===== src/cpuPkg.sv =====
/*
  cpuPkg
  widths, opcodes, ALU and access codes and the instruction formats
  shared by the two-stage RV32I core
*/
package cpuPkg;

  localparam int xlen   = 32;
  localparam int regIdW = 5;

  // addi x0, x0, 0
  localparam logic [xlen-1:0] nopInst    = 32'h0000_0013;
  localparam logic [xlen-1:0] ebreakInst = 32'h0010_0073;

  // base opcodes
  localparam logic [6:0] opLui    = 7'b0110111;
  localparam logic [6:0] opAuipc  = 7'b0010111;
  localparam logic [6:0] opJal    = 7'b1101111;
  localparam logic [6:0] opJalr   = 7'b1100111;
  localparam logic [6:0] opBranch = 7'b1100011;
  localparam logic [6:0] opLoad   = 7'b0000011;
  localparam logic [6:0] opStore  = 7'b0100011;
  localparam logic [6:0] opImm    = 7'b0010011;
  localparam logic [6:0] opReg    = 7'b0110011;
  localparam logic [6:0] opSystem = 7'b1110011;

  // seventeen operations, so five bits are needed
  typedef enum logic [4:0] {
    aluAdd, aluSub, aluSll, aluSlt, aluSltu,
    aluXor, aluSrl, aluSra, aluOr, aluAnd,
    aluPassB,
    aluEq, aluNe, aluLt, aluGe, aluLtu, aluGeu
  } aluOpT;

  typedef enum logic [1:0] {byteW, halfW, wordW} memWidthT;

  typedef struct packed {
    logic [6:0] funct7;
    logic [4:0] rs2, rs1;
    logic [2:0] funct3;
    logic [4:0] rd;
    logic [6:0] opcode;
  } rTypeT;

  typedef struct packed {
    logic [11:0] imm;
    logic [4:0]  rs1;
    logic [2:0]  funct3;
    logic [4:0]  rd;
    logic [6:0]  opcode;
  } iTypeT;

  typedef struct packed {
    logic [6:0] immHi;
    logic [4:0] rs2, rs1;
    logic [2:0] funct3;
    logic [4:0] immLo;
    logic [6:0] opcode;
  } sTypeT;

  typedef struct packed {
    logic       imm12;
    logic [5:0] immHi;
    logic [4:0] rs2, rs1;
    logic [2:0] funct3;
    logic [3:0] immLo;
    logic       imm11;
    logic [6:0] opcode;
  } bTypeT;

  typedef struct packed {
    logic [19:0] immHi;
    logic [4:0]  rd;
    logic [6:0]  opcode;
  } uTypeT;

  typedef struct packed {
    logic       imm20;
    logic [9:0] immLo;
    logic       imm11;
    logic [7:0] immMid;
    logic [4:0] rd;
    logic [6:0] opcode;
  } jTypeT;

  typedef union packed {
    rTypeT r;
    iTypeT i;
    sTypeT s;
    bTypeT b;
    uTypeT u;
    jTypeT j;
  } instWordT;

endpackage


===== src/ifIdReg.sv =====
/*
  ifIdReg
  IF/ID register for the PC and instruction, NOP on reset or flush
*/
module ifIdReg
  import cpuPkg::*;
(
  input  logic            clk,
  input  logic            rst,
  input  logic            stop,
  input  logic            flush,
  input  logic [xlen-1:0] pcIf,
  input  logic [xlen-1:0] instIf,
  output logic [xlen-1:0] pcId,
  output logic [xlen-1:0] instId
);

  always_ff @(posedge clk) begin
    if (rst) begin
      pcId   <= '0;
      instId <= nopInst;
    end else if (!stop) begin
      pcId   <= pcIf;
      // squash the wrong-path word behind a redirect
      instId <= flush ? nopInst : instIf;
    end
  end

endmodule


===== config.mk =====
export PLATFORM = sky130hd
export DESIGN_NAME = ifIdReg
export DESIGN_NICKNAME = d
export VERILOG_FILES = /design/src/cpuPkg.sv /design/src/ifIdReg.sv
export SDC_FILE = /design/constraint.sdc
export NUM_CORES = 1
export LEC_CHECK = 0
export BUFFER_PORTS_ARGS = -buffer_cell sky130_fd_sc_hd__buf_2
export CORE_MARGIN = 2
export CORE_UTILIZATION = 48
export DETAILED_ROUTE_END_ITERATION = 7
export PLACE_DENSITY_LB_ADDON = 0.2
export SYNTH_ARGS = -nofsm -noshare
export SYNTH_HDL_FRONTEND = slang
export SYNTH_SLANG_ARGS = --single-unit

===== constraint.sdc =====
create_clock -name clk -period 1.7 [get_ports clk]
set_input_delay 0 -clock clk [delete_from_list [all_inputs] [get_ports clk]]
set_output_delay 0 -clock clk [all_outputs]
set_load 0.005 [all_outputs]

==> reports/results.md <==
Setup path
• 550 ps — Critical Path Max Stage Delay
• primary input — startpoint type of the worst setup path
• instId[1] — worst flop-to-flop path endpoint
• 21 — critical path fanouts, max
• primary input to flop — worst setup path category
• 3 — WP buf/inv
• 470 ps — minimum setup slack among reg-to-reg paths
• flop — CP endpoint kind
• dlygate4sd3_1 — Crit-path slowest cell
• 1550 ps — arrival time of the worst setup path
• 3 — Reg2Reg Depth
• buffers and inverters — Largest delay share family, worst path
• instId[1] — launch point of the worst reg-to-reg path
• buf_2 -> buf_4 -> nor3b_1 -> a21oi_1 -> dlygate4sd3_1 — Critical Path, Cell by Cell
• 1910 ps — Required @ worst endpoint

Worst hold path
• primary input to flop — worst hold-check path type
• instIf[30] — min-delay src
• instId[30] — worst min-delay path endpoint
• 3 — cell depth of the worst min-delay path

Yosys
• 10.26 sq um — syn_area_per_cell
• 50.77% — sequential share of the synthesized area
• 246 — Synth Instances
• 2524 sq um — mapped cell area
• simple AND/OR/NAND/NOR gates — main combinational cell family by area after synthesis
• 15 — number of distinct standard cells referenced by the synthesized netlist
• 314 — net count after synthesis
• 0 — count of warnings emitted by yosys
• 64 — post-synthesis sequential element count
• 12.69% — post-synthesis compound-gate area fraction
• 18.10% — share of synthesized cell area in and, or, nand and nor gates
• 0% — area share of fa/ha/maj cells after synthesis
• 12.69% — multiplexer fraction of the synthesized cell area
• 0% — xor and xnor fraction of the mapped netlist area

CTS
• 0 — Post-CTS Repair Setup Buffers
• 320 ps — Clock Latency Late Sink
• 0 — count of instances resized after the clock tree is built
• 64 — number of sinks driven by the clock tree
• 67 — hold-fix buffer count after cts
• 2 — Longest Clk Path Bufs
• 70 ps — clock edge transition at the registers on the reported setup and hold paths
• 3 — H-tree depth
• yes — clock tree from TritonCTS
• clkbuf_8 — clock root cell
• 9 — CTS buffer count

Drt
• 78 — number of design-rule violations left by the first detailed-router iteration
• 4.632 — Via density
• 6.774 mm — wire length after detailed routing
• 0 — number of remaining DRC errors
• 0 — Antenna Nets Post-Route
• 2381 — total number of vias
• 4 — total iterations of the first detailed-routing run
• 13.18 um — average detailed-routed wire length per instance

Final layout
• 1097 sq um — multi-input logic area
• 38.51% — fraction of final layout cells with drive strength greater than 1
• 1281 sq um — sequential cell area
• 350 — number of filler instances in the final layout
• 514 — Cell Count, Final, Fillers Out
• 507 — net total in the final layout
• 0 — count of inserted antenna diode cells
• 60.68% — layout-stage area growth over the synthesis result
• 4055 sq um — fin area

Power
• 0.0005563 V — Max IR drop VDD
• 1.935 nW — cell leakage power
• 876.9 nW/um^2 — power density over the cells

Floorplanning
• 76.51 um — die height
• 26 — Row Count
• 49.73% — initial cell density of the core
• 5075 sq um — placeable core region
• 132 — Top Ports
• 5854 sq um — area enclosed by the die boundary
• 76.51 um — overall die width

Global routing
• 23.48% — global-route usage over all layers
• met2 — peak-usage layer in the global routing report
• 5.687% — met3 usage in global routing
• 25.91% — fraction of met1 tracks used by global routing
• 2345 — via count of the first global-routing pass
• 42.39% — met2 demand-to-capacity share in global routing
• 11.03 mm — global-route wire length before repair
• 0 — overflow left after global routing
• 96 — pin count of the biggest net entering global routing
• 0 — initial antenna violation count

Placement
• 0.7335 — GP Congestion
• 520.8 ps — worst slack at placement
• 3.562 mm — dpl hpwl
• 131 — count of input and output buffers
• 431 — Cell Count Post-Placement
• 3164 sq um — Placed Instance Area

STA
• 0 — final number of setup-violating endpoints
• no — RSZ-0062 raised after global routing
• 366.5 ps — Worst Setup Slack, final
• 1333 ps — post-route minimum period
• 0 — final hold violations
• 78.44% — period utilization
• 407.3 ps — actual slew at the worst max-slew pin
• 0 ps — Clock Skew
• 72.85% — Slew HR
• 0 — Slew Limit Fails
• 749.9 MHz — Fmax achieved
• 0 ps — setup TNS

Flow run
• 0 — total of max-cap violations

Status
• finished, final reports clean — result of the run

[sequential cells by signal (all words and copies together), names as in the netlist]
name    cells
pcId       32
instId     32
[stage by stage]
step | hold WS (ps) | power, mW | utilization (%)
floorplan | 143.9 | 1.869 | -
global placement | 229.6 | 2.025 | 62.35
detailed placement | 239.1 | 2.029 | 62.35
CTS | 17.22 | 3.569 | 79.91
global route | 27.37 | 3.700 | 79.91
finish | 28.95 | 3.556 | 79.91
[synthesized netlist by cell type, drive strengths merged]
cell	count	area, sq um
or2	1	6.260
or3b	1	8.760
clkbuf	2	7.510
buf	18	137.6
nand2b	28	175.2
dfxtp	64	1281
a21oi	4	20.02
nor3b	3	22.52
nand2	29	108.9
mux2i	32	320.3
o22ai	28	300.3
nor2	36	135.1
[cell families (layout without fill, tap and decap cells)]
kind of cell / count (synthesis) / after routing
multiplexers: 32 / 32
buffers and inverters: 20 / 218
AO/OA/AOI/OAI: 32 / 32
flip-flops: 64 / 64
AND/OR/NAND/NOR: 98 / 98
[layer usage]
metal,part of all wire [%],vias up,routed length (um)
met1,42,1074,2840
met3,6.0,8,407
met4,1.5,0,99
li1,-,1209,-
met2,51,90,3428
met5,0,-,0
[cell type report]
type | count | area share [%]
clock buffers | 10 | 3.394
clock inverters | 6 | 2.036
repair buffers | 202 | 33.75
flip-flops and latches | 64 | 31.60
well taps | 70 | 2.160
multi-input cells | 162 | 27.06
[cell usage in the layout, fill, tap and decap left out, drive strengths merged]
cell / netlist / layout
a21oi: 4 / 4
buf: 18 / 135
bufinv: 0 / 2
clkbuf: 2 / 10
clkinv: 0 / 3
clkinvlp: 0 / 1
dfxtp: 64 / 64
dlygate4sd3: 0 / 67
mux2i: 32 / 32
nand2: 29 / 29
nand2b: 28 / 28
nor2: 36 / 36
nor3b: 3 / 3
o22ai: 28 / 28
or2: 1 / 1
or3b: 1 / 1
[worst max-delay path by stage]
stage | slack, ps | end | cells after the start | start
global route | 280 | instId[1] | 5 | stop
CTS | 400 | instId[0] | 5 | stop
detailed placement | 520 | pcId[27] | 4 | stop
finish | 370 | instId[1] | 5 | stop
global placement | 530 | pcId[22] | 4 | stop
floorplan | 1050 | instId[0] | 2 | instId[0]
[power by group]
part | leakage (nW) | total, mW | internal [mW] | switching [mW]
registers | 0.526 | 1.61 | 1.57 | 0.0363
logic | 1.30 | 0.515 | 0.300 | 0.215
clock network | 0.112 | 1.43 | 0.858 | 0.573
total | 1.93 | 3.56 | 2.73 | 0.824
[tightest hold or removal path, delay by kind of cell]
family          cells  cell delay [ps]
buf+inv             1               90
simple gates        1              150
compound gates      1               60
Power figures use the tool's default switching activity.
