$ cat src/cpuPkg.sv
/*
  cpuPkg
  widths, opcodes, ALU and access codes and the instruction formats
  shared by the two-stage RV32I core
*/
package cpuPkg;

  localparam int xlen   = 32;
  localparam int regIdW = 5;

  // addi x0, x0, 0
  localparam logic [xlen-1:0] nopInst    = 32'h0000_0013;
  localparam logic [xlen-1:0] ebreakInst = 32'h0010_0073;

  // base opcodes
  localparam logic [6:0] opLui    = 7'b0110111;
  localparam logic [6:0] opAuipc  = 7'b0010111;
  localparam logic [6:0] opJal    = 7'b1101111;
  localparam logic [6:0] opJalr   = 7'b1100111;
  localparam logic [6:0] opBranch = 7'b1100011;
  localparam logic [6:0] opLoad   = 7'b0000011;
  localparam logic [6:0] opStore  = 7'b0100011;
  localparam logic [6:0] opImm    = 7'b0010011;
  localparam logic [6:0] opReg    = 7'b0110011;
  localparam logic [6:0] opSystem = 7'b1110011;

  // seventeen operations, so five bits are needed
  typedef enum logic [4:0] {
    aluAdd, aluSub, aluSll, aluSlt, aluSltu,
    aluXor, aluSrl, aluSra, aluOr, aluAnd,
    aluPassB,
    aluEq, aluNe, aluLt, aluGe, aluLtu, aluGeu
  } aluOpT;

  typedef enum logic [1:0] {byteW, halfW, wordW} memWidthT;

  typedef struct packed {
    logic [6:0] funct7;
    logic [4:0] rs2, rs1;
    logic [2:0] funct3;
    logic [4:0] rd;
    logic [6:0] opcode;
  } rTypeT;

  typedef struct packed {
    logic [11:0] imm;
    logic [4:0]  rs1;
    logic [2:0]  funct3;
    logic [4:0]  rd;
    logic [6:0]  opcode;
  } iTypeT;

  typedef struct packed {
    logic [6:0] immHi;
    logic [4:0] rs2, rs1;
    logic [2:0] funct3;
    logic [4:0] immLo;
    logic [6:0] opcode;
  } sTypeT;

  typedef struct packed {
    logic       imm12;
    logic [5:0] immHi;
    logic [4:0] rs2, rs1;
    logic [2:0] funct3;
    logic [3:0] immLo;
    logic       imm11;
    logic [6:0] opcode;
  } bTypeT;

  typedef struct packed {
    logic [19:0] immHi;
    logic [4:0]  rd;
    logic [6:0]  opcode;
  } uTypeT;

  typedef struct packed {
    logic       imm20;
    logic [9:0] immLo;
    logic       imm11;
    logic [7:0] immMid;
    logic [4:0] rd;
    logic [6:0] opcode;
  } jTypeT;

  typedef union packed {
    rTypeT r;
    iTypeT i;
    sTypeT s;
    bTypeT b;
    uTypeT u;
    jTypeT j;
  } instWordT;

endpackage

$ cat src/decodeIf.sv
/*
  decodeIf
  decoded control bundle from the decoder to the execute consumers
*/
interface decodeIf
  import cpuPkg::*;
();

  logic [regIdW-1:0] rd, rs1, rs2;
  logic [xlen-1:0]   imm;
  aluOpT             aluOp;
  memWidthT          memWidth;
  logic regWen, memWen, isLoad, isUnsigned, needImm, pcAsA;
  logic isBranch, isJal, isJalr, isEbreak, isIllegal;

  modport source (
    output rd, rs1, rs2, imm, aluOp, memWidth,
    output regWen, memWen, isLoad, isUnsigned, needImm, pcAsA,
    output isBranch, isJal, isJalr, isEbreak, isIllegal
  );

  modport sink (
    input rd, rs1, rs2, imm, aluOp, memWidth,
    input regWen, memWen, isLoad, isUnsigned, needImm, pcAsA,
    input isBranch, isJal, isJalr, isEbreak, isIllegal
  );

endinterface

$ cat src/decoder.sv
/*
  decoder
  splits an RV32I word into register indexes, immediate, ALU operation,
  access width and control flags; flags unknown encodings as illegal
*/
module decoder
  import cpuPkg::*;
(
  input instWordT instId,
  decodeIf.source dec
);

  logic [2:0] funct3;
  logic [6:0] funct7;
  logic       legal;

  assign funct3  = instId.r.funct3;
  assign funct7  = instId.r.funct7;
  // register fields sit at the same place in every format
  assign dec.rd  = instId.r.rd;
  assign dec.rs1 = instId.r.rs1;
  assign dec.rs2 = instId.r.rs2;

  always_comb begin
    dec.imm        = '0;
    dec.aluOp      = aluAdd;
    dec.memWidth   = wordW;
    dec.regWen     = 1'b0;
    dec.memWen     = 1'b0;
    dec.isLoad     = 1'b0;
    dec.isUnsigned = 1'b0;
    dec.needImm    = 1'b0;
    dec.pcAsA      = 1'b0;
    dec.isBranch   = 1'b0;
    dec.isJal      = 1'b0;
    dec.isJalr     = 1'b0;
    dec.isEbreak   = 1'b0;
    legal          = 1'b1;

    case (instId.r.opcode)
      opLui, opAuipc: begin
        dec.imm     = {instId.u.immHi, 12'b0};
        dec.aluOp   = (instId.u.opcode == opLui) ? aluPassB : aluAdd;
        dec.pcAsA   = (instId.u.opcode == opAuipc);
        dec.needImm = 1'b1;
        dec.regWen  = 1'b1;
      end
      opJal: begin
        dec.imm     = {{11{instId.j.imm20}}, instId.j.imm20, instId.j.immMid,
                       instId.j.imm11, instId.j.immLo, 1'b0};
        dec.pcAsA   = 1'b1;
        dec.needImm = 1'b1;
        dec.regWen  = 1'b1;
        dec.isJal   = 1'b1;
      end
      opJalr: begin
        dec.imm     = {{20{instId.i.imm[11]}}, instId.i.imm};
        dec.needImm = 1'b1;
        dec.regWen  = 1'b1;
        dec.isJalr  = 1'b1;
        legal       = (funct3 == 3'b000);
      end
      opBranch: begin
        dec.imm      = {{19{instId.b.imm12}}, instId.b.imm12, instId.b.imm11,
                        instId.b.immHi, instId.b.immLo, 1'b0};
        dec.isBranch = 1'b1;
        case (funct3)
          3'b000:  dec.aluOp = aluEq;
          3'b001:  dec.aluOp = aluNe;
          3'b100:  dec.aluOp = aluLt;
          3'b101:  dec.aluOp = aluGe;
          3'b110:  dec.aluOp = aluLtu;
          3'b111:  dec.aluOp = aluGeu;
          default: legal = 1'b0;
        endcase
      end
      opLoad, opStore: begin
        dec.needImm    = 1'b1;
        dec.isLoad     = (instId.r.opcode == opLoad);
        dec.regWen     = dec.isLoad;
        dec.memWen     = !dec.isLoad;
        dec.isUnsigned = funct3[2];
        dec.imm        = dec.isLoad ? {{20{instId.i.imm[11]}}, instId.i.imm}
                                    : {{20{instId.s.immHi[6]}}, instId.s.immHi,
                                       instId.s.immLo};
        case (funct3[1:0])
          2'b00:   dec.memWidth = byteW;
          2'b01:   dec.memWidth = halfW;
          2'b10:   dec.memWidth = wordW;
          default: legal = 1'b0;
        endcase
        // no unsigned word load and no unsigned store
        if (funct3[2] && (!dec.isLoad || funct3[1])) begin
          legal = 1'b0;
        end
      end
      opImm, opReg: begin
        dec.needImm = (instId.r.opcode == opImm);
        dec.regWen  = 1'b1;
        dec.imm     = {{20{instId.i.imm[11]}}, instId.i.imm};
        case (funct3)
          3'b000:  dec.aluOp = (!dec.needImm && funct7[5]) ? aluSub : aluAdd;
          3'b001:  dec.aluOp = aluSll;
          3'b010:  dec.aluOp = aluSlt;
          3'b011:  dec.aluOp = aluSltu;
          3'b100:  dec.aluOp = aluXor;
          3'b101:  dec.aluOp = funct7[5] ? aluSra : aluSrl;
          3'b110:  dec.aluOp = aluOr;
          default: dec.aluOp = aluAnd;
        endcase
        // funct7 matters for all register ops but only the immediate shifts
        if (!dec.needImm || funct3 == 3'b001 || funct3 == 3'b101) begin
          legal = (funct7 == 7'b0) || (funct7 == 7'b0100000 &&
                  (funct3 == 3'b101 || (funct3 == 3'b000 && !dec.needImm)));
        end
      end
      opSystem: begin
        dec.isEbreak = (instId == ebreakInst);
        legal        = dec.isEbreak;
      end
      default: legal = 1'b0;
    endcase

    dec.isIllegal = !legal;
    if (!legal) begin
      dec.regWen = 1'b0;
      dec.memWen = 1'b0;
    end
  end

endmodule

$ cat src/flat_wrapper.sv
// flat-port wrapper written by rule: the top's interface ports become plain ports
module decoder_flat import cpuPkg::*;
  (instId, dec_rd, dec_rs1, dec_rs2, dec_imm, dec_aluOp, dec_memWidth, dec_regWen, dec_memWen, dec_isLoad, dec_isUnsigned, dec_needImm, dec_pcAsA, dec_isBranch, dec_isJal, dec_isJalr, dec_isEbreak, dec_isIllegal);
  decodeIf dec_i ();
  input instWordT instId;
  output wire logic [$bits(dec_i.rd)-1:0] dec_rd;
  output wire logic [$bits(dec_i.rs1)-1:0] dec_rs1;
  output wire logic [$bits(dec_i.rs2)-1:0] dec_rs2;
  output wire logic [$bits(dec_i.imm)-1:0] dec_imm;
  output wire logic [$bits(dec_i.aluOp)-1:0] dec_aluOp;
  output wire logic [$bits(dec_i.memWidth)-1:0] dec_memWidth;
  output wire logic [$bits(dec_i.regWen)-1:0] dec_regWen;
  output wire logic [$bits(dec_i.memWen)-1:0] dec_memWen;
  output wire logic [$bits(dec_i.isLoad)-1:0] dec_isLoad;
  output wire logic [$bits(dec_i.isUnsigned)-1:0] dec_isUnsigned;
  output wire logic [$bits(dec_i.needImm)-1:0] dec_needImm;
  output wire logic [$bits(dec_i.pcAsA)-1:0] dec_pcAsA;
  output wire logic [$bits(dec_i.isBranch)-1:0] dec_isBranch;
  output wire logic [$bits(dec_i.isJal)-1:0] dec_isJal;
  output wire logic [$bits(dec_i.isJalr)-1:0] dec_isJalr;
  output wire logic [$bits(dec_i.isEbreak)-1:0] dec_isEbreak;
  output wire logic [$bits(dec_i.isIllegal)-1:0] dec_isIllegal;
  assign dec_rd = dec_i.rd;
  assign dec_rs1 = dec_i.rs1;
  assign dec_rs2 = dec_i.rs2;
  assign dec_imm = dec_i.imm;
  assign dec_aluOp = dec_i.aluOp;
  assign dec_memWidth = dec_i.memWidth;
  assign dec_regWen = dec_i.regWen;
  assign dec_memWen = dec_i.memWen;
  assign dec_isLoad = dec_i.isLoad;
  assign dec_isUnsigned = dec_i.isUnsigned;
  assign dec_needImm = dec_i.needImm;
  assign dec_pcAsA = dec_i.pcAsA;
  assign dec_isBranch = dec_i.isBranch;
  assign dec_isJal = dec_i.isJal;
  assign dec_isJalr = dec_i.isJalr;
  assign dec_isEbreak = dec_i.isEbreak;
  assign dec_isIllegal = dec_i.isIllegal;
  decoder u_core (.instId(instId), .dec(dec_i));
endmodule
$ cat config.mk
export PLATFORM = sky130hd
export DESIGN_NAME = decoder_flat
export DESIGN_NICKNAME = d
export VERILOG_FILES = /design/src/cpuPkg.sv /design/src/decodeIf.sv /design/src/decoder.sv /design/src/flat_wrapper.sv
export SDC_FILE = /design/constraint.sdc
export NUM_CORES = 1
export LEC_CHECK = 0
export BUFFER_PORTS_ARGS = -buffer_cell sky130_fd_sc_hd__buf_2
export CORE_ASPECT_RATIO = 0.5
export CORE_UTILIZATION = 25
export DETAILED_ROUTE_END_ITERATION = 7
export PLACE_DENSITY = 0.53
export SLEW_MARGIN = 0
export SYNTH_ARGS = -nofsm -noshare
export SYNTH_HDL_FRONTEND = slang
export SYNTH_SLANG_ARGS = --single-unit
export TNS_END_PERCENT = 10
$ cat constraint.sdc
create_clock -name vclk -period 2.99
set_clock_uncertainty 0.2 [all_clocks]
set_input_delay 0 -clock vclk [all_inputs]
set_output_delay 0 -clock vclk [all_outputs]
set_load 0.02 [all_outputs]
==> results.yml, run 1 <==
timing:
  tns_ns: 0
  fmaxAchievable_ghz: 0.496
  worst_pin_slew_ns: 0.758
  min_period_ns: 2.02
  setup_viol: 0
  relSlewSlack_pct: 49.5
  final_max_slew_viol_count: 0
  whs_ns: 0.0524
  fin_crit_sh_pct: 67.5
  rsz0062_at_grt: "false"
  fin_ws_ns: 0.972
  hold_viol: 0
drt:
  drc: 0
  dr.first_iter.drc_count: 72
  vias: 1431
  drt-pass1-iter-count: 6
  drt-vias-per-instance: 5.13
  postRouteAntennaNets: 0
  avgRoutedWirePerCell_um: 13.9
  totalWireLength_um: 3870
yosys:
  syn_area_per_cell_um2: 6.96
  synth_compound_area_share_pct: 41.8
  synth-xor-area-share_pct: 0.812
  synth_top_family_by_area: "compound AO/OA/AOI/OAI gates"
  synth.largest_area_cell: "buf_4"
  yosys-top-cells-area: "buf_4 12%, a21o_1 7.7%, a21o_2 6.5%, and2_1 4.6%, nor2_1 4.5%"
  yosys-top-cells-count: "17 x buf_4, 13 x nor2_1, 11 x a21o_1"
  yosys_warnings: 0
  yosys.cell_count.top_type: "buf_4"
  ys_seq_area_share_pct: 0
  synthSimpleGateAreaFrac_pct: 36.0
  synthMuxAreaShare_pct: 1.86
  synthCells: 155
  ys_types: 52
  synthAdderAreaFrac_pct: 0
  syn_nets: 187
  synth_top_area_share_pct: 11.8
  syn_area_um2: 1080
worst_setup_path:
  cp.required_ns: 2.79
  path_class: "in -> out"
  cp.arrival_ns: 1.82
  cpLargestDelayFamily: "simple AND/OR/NAND/NOR gates"
  cp_slowest_cell: "or3_1"
  cp_num_buf_inv: 3
  worstSetupStartpointType: "primary input"
  cpMostUsedCell: "buf_2"
  worst_setup_path_end_kind: "primary output"
  cp_max_fo: 12
  critPathMaxStageDelay_ns: 0.52
  crit_chain: "buf_2 > nand3b_1 > or3_1 > inv_2 > a21oi_1 > o221a_1 > o22ai_1 > buf_2"
floorplan:
  die-height_um: 48.4
  num_rows: 16
  die_area_um2: 4600
  core-area_um2: 4020
  start_util_pct: 26.8
  io_pins: 97
  fp.dieW_um: 94.9
cts:
  postCtsSetupBuffers: 0
  holdBufCountCts: 0
  ctsResizeCount: 0
power_and_ir_drop:
  sw_frac_of_total_pct: 64.4
  internal_power_uw: 56.0
  switching_power_uw: 101
  share_comb_of_total_power_pct: 100.0
  p_leak_uw: 0.000886
  p_clk_share_pct: 0
  seq_power_share_pct: 0
  power_density_nw_per_um2: 109
  peakVddDrop_uv: 43.5
place:
  gp_congestion: 0.850
  post-dp-hpwl_um: 3160
  place_ws_ns: 0.993
  io_buffers: 97
min_path:
  hold_path_depth: 2
  min_from: "instId[18]"
  hold_class: "in -> out"
  whs_endpoint: "dec_rs1[3]"
grt:
  grt_pass1_vias: 1258
  grt_usage_pct: 16.1
  antenna_found_initial: 0
  grt_pass1_wl_um: 6110
  grt_max_degree: 17
  grt_overflow: 0
final_layout:
  final_util_pct: 35.9
  fin_nets: 259
  drive_above_1_share_pct: 52.9
  nFlopsAndLatches: 0
  antenna_cells: 0
  num-fill-cells: 447
  area_delta_synth_final_pct: 34.1
  n_clock_buffer: 0
  seq_area_um2: 0
job:
  cap_viol_max_count: 0
status:
  status: "completed"
==> cells in the final DEF, fill, tap and decap left out, drive strengths merged, types with 4 or more instances in the layout <==
master,n
nor4,5
a22o,5
nand4,4
nor3,5
inv,7
a21oi,8
nor2,13
buf,97
and2,9
a21o,19
nand2,7
o21ai,5
==> logic make-up (layout without fill, tap and decap cells) <==
kind of cell           count (synthesis)  count (layout)
AO/OA/AOI/OAI                         56              56
multiplexers                           2               2
AND/OR/NAND/NOR                       62              62
XOR/XNOR                               1               1
buffers and inverters                 34             104
==> power by group through the flow <==
stage                     Clock [uW]  Sequential (uW)  Combinational [uW]
final                              0                0                 157
after global routing               0                0                 170
after CTS                          0                0                 158
after detailed placement           0                0                 157
after global placement             0                0                 157
after floorplan                    0                0                 109
==> final cells by class <==
type / instances / area, um2 / area share (%)
repair buffers: 97 / 485 / 33.6
well taps: 54 / 67.6 / 4.67
inverters: 7 / 26.3 / 1.82
multi-input cells: 121 / 867 / 59.9
==> layer usage <==
layer  vias to the layer above  global-route usage (%)  part of all wire [%]  wire length [um]
li1                        709                       -                     -                 -
met1                       668                    22.8                    48              1860
met2                        50                    27.5                    46              1780
met3                         4                   0.786                   5.5               215
met4                         0                    2.02                  0.62                24
met5                         -                       0                     0                 0
==> metrics by stage <==
step	area, um2	power (uW)	cells
final	1450	157	279
after CTS	1450	158	279
after detailed placement	1450	157	279
after global routing	1450	170	279
after global placement	1450	157	279
after floorplan	1080	109	155
==> how the worst max path moves through the flow <==
stage	from	end	depth (start not counted)
3_5_place_dp	instId[3]	dec_aluOp[0]	8
5_1_grt	instId[26]	dec_memWen	7
6_report	instId[3]	dec_aluOp[0]	8
4_1_cts	instId[3]	dec_aluOp[0]	8
3_3_place_gp	instId[26]	dec_memWen	7
2_1_floorplan	instId[13]	dec_memWen	6
(Power assumes the default switching activity.)
==> inputs of run 2 (changes only) <==
--- a/config.mk
+++ b/config.mk
@@ -5,11 +5,12 @@
 export SDC_FILE = /design/constraint.sdc
 export NUM_CORES = 1
 export LEC_CHECK = 0
+export ABC_AREA = 1
 export BUFFER_PORTS_ARGS = -buffer_cell sky130_fd_sc_hd__buf_2
 export CORE_ASPECT_RATIO = 0.5
 export CORE_UTILIZATION = 25
 export DETAILED_ROUTE_END_ITERATION = 7
-export PLACE_DENSITY = 0.53
+export PLACE_DENSITY = 0.54
 export SLEW_MARGIN = 0
 export SYNTH_ARGS = -nofsm -noshare
 export SYNTH_HDL_FRONTEND = slang
==> constraint.sdc (replaced) <==
create_clock -name vclk -period 2.1
set_clock_uncertainty 0.2 [all_clocks]
set_input_delay 0 -clock vclk [all_inputs]
set_output_delay 0 -clock vclk [all_outputs]
set_load 0.02 [all_outputs]
==> run 2 against run 1 <==
Cell count up 23%; design area up 3.3%; critical path type unchanged; critical path depth up 4; flip-flop and latch count unchanged; highest routed layer is now met3; total power up 29%.
==> results.yml, run 2 <==
status:
  status: "completed"
final_layout:
  final_util_pct: 37.5
  antenna_cells: 0
  drive_above_1_share_pct: 45.0
  stdcell_count: 343
  n_clock_buffer: 0
  final_cell_mix: "97 x buf_2, 46 x nand2_1, 39 x inv_1"
  multiInputGateArea_um2: 757
  nFlopsAndLatches: 0
  area_delta_synth_final_pct: 40.8
  seq_area_um2: 0
  num-fill-cells: 447
  final_common_cell: "buf_2"
  fin_nets: 323
floorplan:
  core-area_um2: 3980
  num_rows: 16
  io_pins: 97
  fp.dieW_um: 94.1
  die-height_um: 48.1
  start_util_pct: 26.6
  die_area_um2: 4520
power_and_ir_drop:
  peakVddDrop_uv: 50.7
  seq_power_share_pct: 0
  share_comb_of_total_power_pct: 100.0
  sw_frac_of_total_pct: 67.3
  internal_power_uw: 66.5
  power_density_nw_per_um2: 136
  switching_power_uw: 137
  p_leak_uw: 0.00102
  finalPower_uw: 203
  p_clk_share_pct: 0
yosys:
  yosys-top-cells-count: "46 x nand2_1, 39 x inv_1, 30 x nor2_1"
  yosys_warnings: 0
  yosys-top-cells-area: "nand2_1 16%, inv_1 14%, buf_4 11%, nor2_1 11%, o21ai_2 8.3%"
  ys_seq_area_share_pct: 0
  synth_top_area_share_pct: 16.3
  synth.largest_area_cell: "nand2_1"
  syn_area_per_cell_um2: 5.10
  ys_types: 26
  syn_nets: 240
  syn_area_um2: 1060
  synthCells: 208
  yosys.cell_count.top_type: "nand2_1"
drt:
  vias: 1512
  totalWireLength_um: 3770
  avgRoutedWirePerCell_um: 11.0
  postRouteAntennaNets: 0
  drt-vias-per-instance: 4.41
  dr.first_iter.drc_count: 161
  drt-pass1-iter-count: 4
  drc: 0
timing:
  hold_viol: 0
  fmaxAchievable_ghz: 0.569
  tns_ns: 0
  worst_pin_slew_ns: 0.380
  relSlewSlack_pct: 74.6
  rsz0062_at_grt: "false"
  final_max_slew_viol_count: 0
  min_period_ns: 1.76
  fin_crit_sh_pct: 83.6
  setup_viol: 0
place:
  gp_congestion: 0.804
  dp_cells: 343
  post-dp-hpwl_um: 3240
  io_buffers: 97
grt:
  grt_max_degree: 13
  grtUsageMet1_pct: 24.3
  top_usage_layer: "met2"
  grt_use_met3_pct: 0.635
  grt_pass1_vias: 1176
  grt_pass1_wl_um: 5590
  grt_overflow: 0
  met2_usage_pct: 25.3
  antenna_found_initial: 0
  grt_usage_pct: 15.6
cts:
  holdBufCountCts: 0
  postCtsSetupBuffers: 0
  ctsResizeCount: 0
worst_setup_path:
  cp.arrival_ns: 1.56
  worstSetupStartpointType: "primary input"
  cp.required_ns: 1.90
  worst_setup_path_end_kind: "primary output"
  cp_max_fo: 12
  path_class: "in -> out"
job:
  cap_viol_max_count: 0
min_path:
  hold_class: "in -> out"
[run 2: cell count changes after synthesis, sizes merged, moves of 5 or more]
cell   previous run  this run
a21oi             8         2
nand3             2        17
inv               7        43
and2              9         0
a21o             19         0
o21ai             5        25
nand2             7        54
a22o              5         0
buf              23        16
nor4              5         0
nor2             13        37
[run 2: path summary, 6_finish.rpt]
check	to	depth (start not counted)	slack (ns)	startpoint
worst max-delay path	dec_imm[20]	12	0.34	instId[1]
worst min-delay path	dec_rs2[2]	2	0.03	instId[22]
[run 2: layout make-up]
type	instances	share of cell area, %
Timing Repair Buffer	98	33.0
Inverter	45	11.8
Tap cell	54	4.52
Multi-Input combinational cell	146	50.7
[run 2: cell families (layout without fill, tap and decap cells)]
logic type      count (synthesis)  after routing  synth area share, %
compound gates                 33             33                 20.6
buf+inv                        62            143                 28.7
simple gates                  113            113                 50.7
[run 2: metrics by stage]
| step | cell area, um2 | hold WS (ns) | worst slack, ns |
|---|---|---|---|
| 2_1_floorplan | 1060 | -0.0874 | 0.589 |
| 3_3_place_gp | 1490 | 0.0338 | 0.396 |
| 3_5_place_dp | 1490 | 0.0322 | 0.324 |
| 4_1_cts | 1490 | 0.0325 | 0.318 |
| 5_1_grt | 1490 | 0.0377 | 0.104 |
| 6_report | 1490 | 0.0311 | 0.344 |
[run 2: worst max-delay path, cell delays in order]
cell and delay [ns]:
buf_2 0.09, nand2_1 0.12, nor2_2 0.06, inv_1 0.09, nor2_4 0.05, nand2_1 0.16, nand2_4 0.09, nor3_4 0.23
nand2_2 0.09, nand2_2 0.26, o21ai_0 0.14, buf_2 0.18
[run 2: metal layers]
layer | share of wire (%) | vias to the layer above
met5 | 0 | -
met3 | 5.7 | 0
met4 | 0 | 0
met2 | 45 | 47
li1 | - | 797
met1 | 49 | 668
[run 2: power groups by stage]
| stage | combinational, uW | sequential, uW | clock (uW) |
|---|---|---|---|
| global route | 223 | 0 | 0 |
| global placement | 203 | 0 | 0 |
| finish | 203 | 0 | 0 |
| floorplan | 136 | 0 | 0 |
| detailed placement | 203 | 0 | 0 |
| CTS | 204 | 0 | 0 |
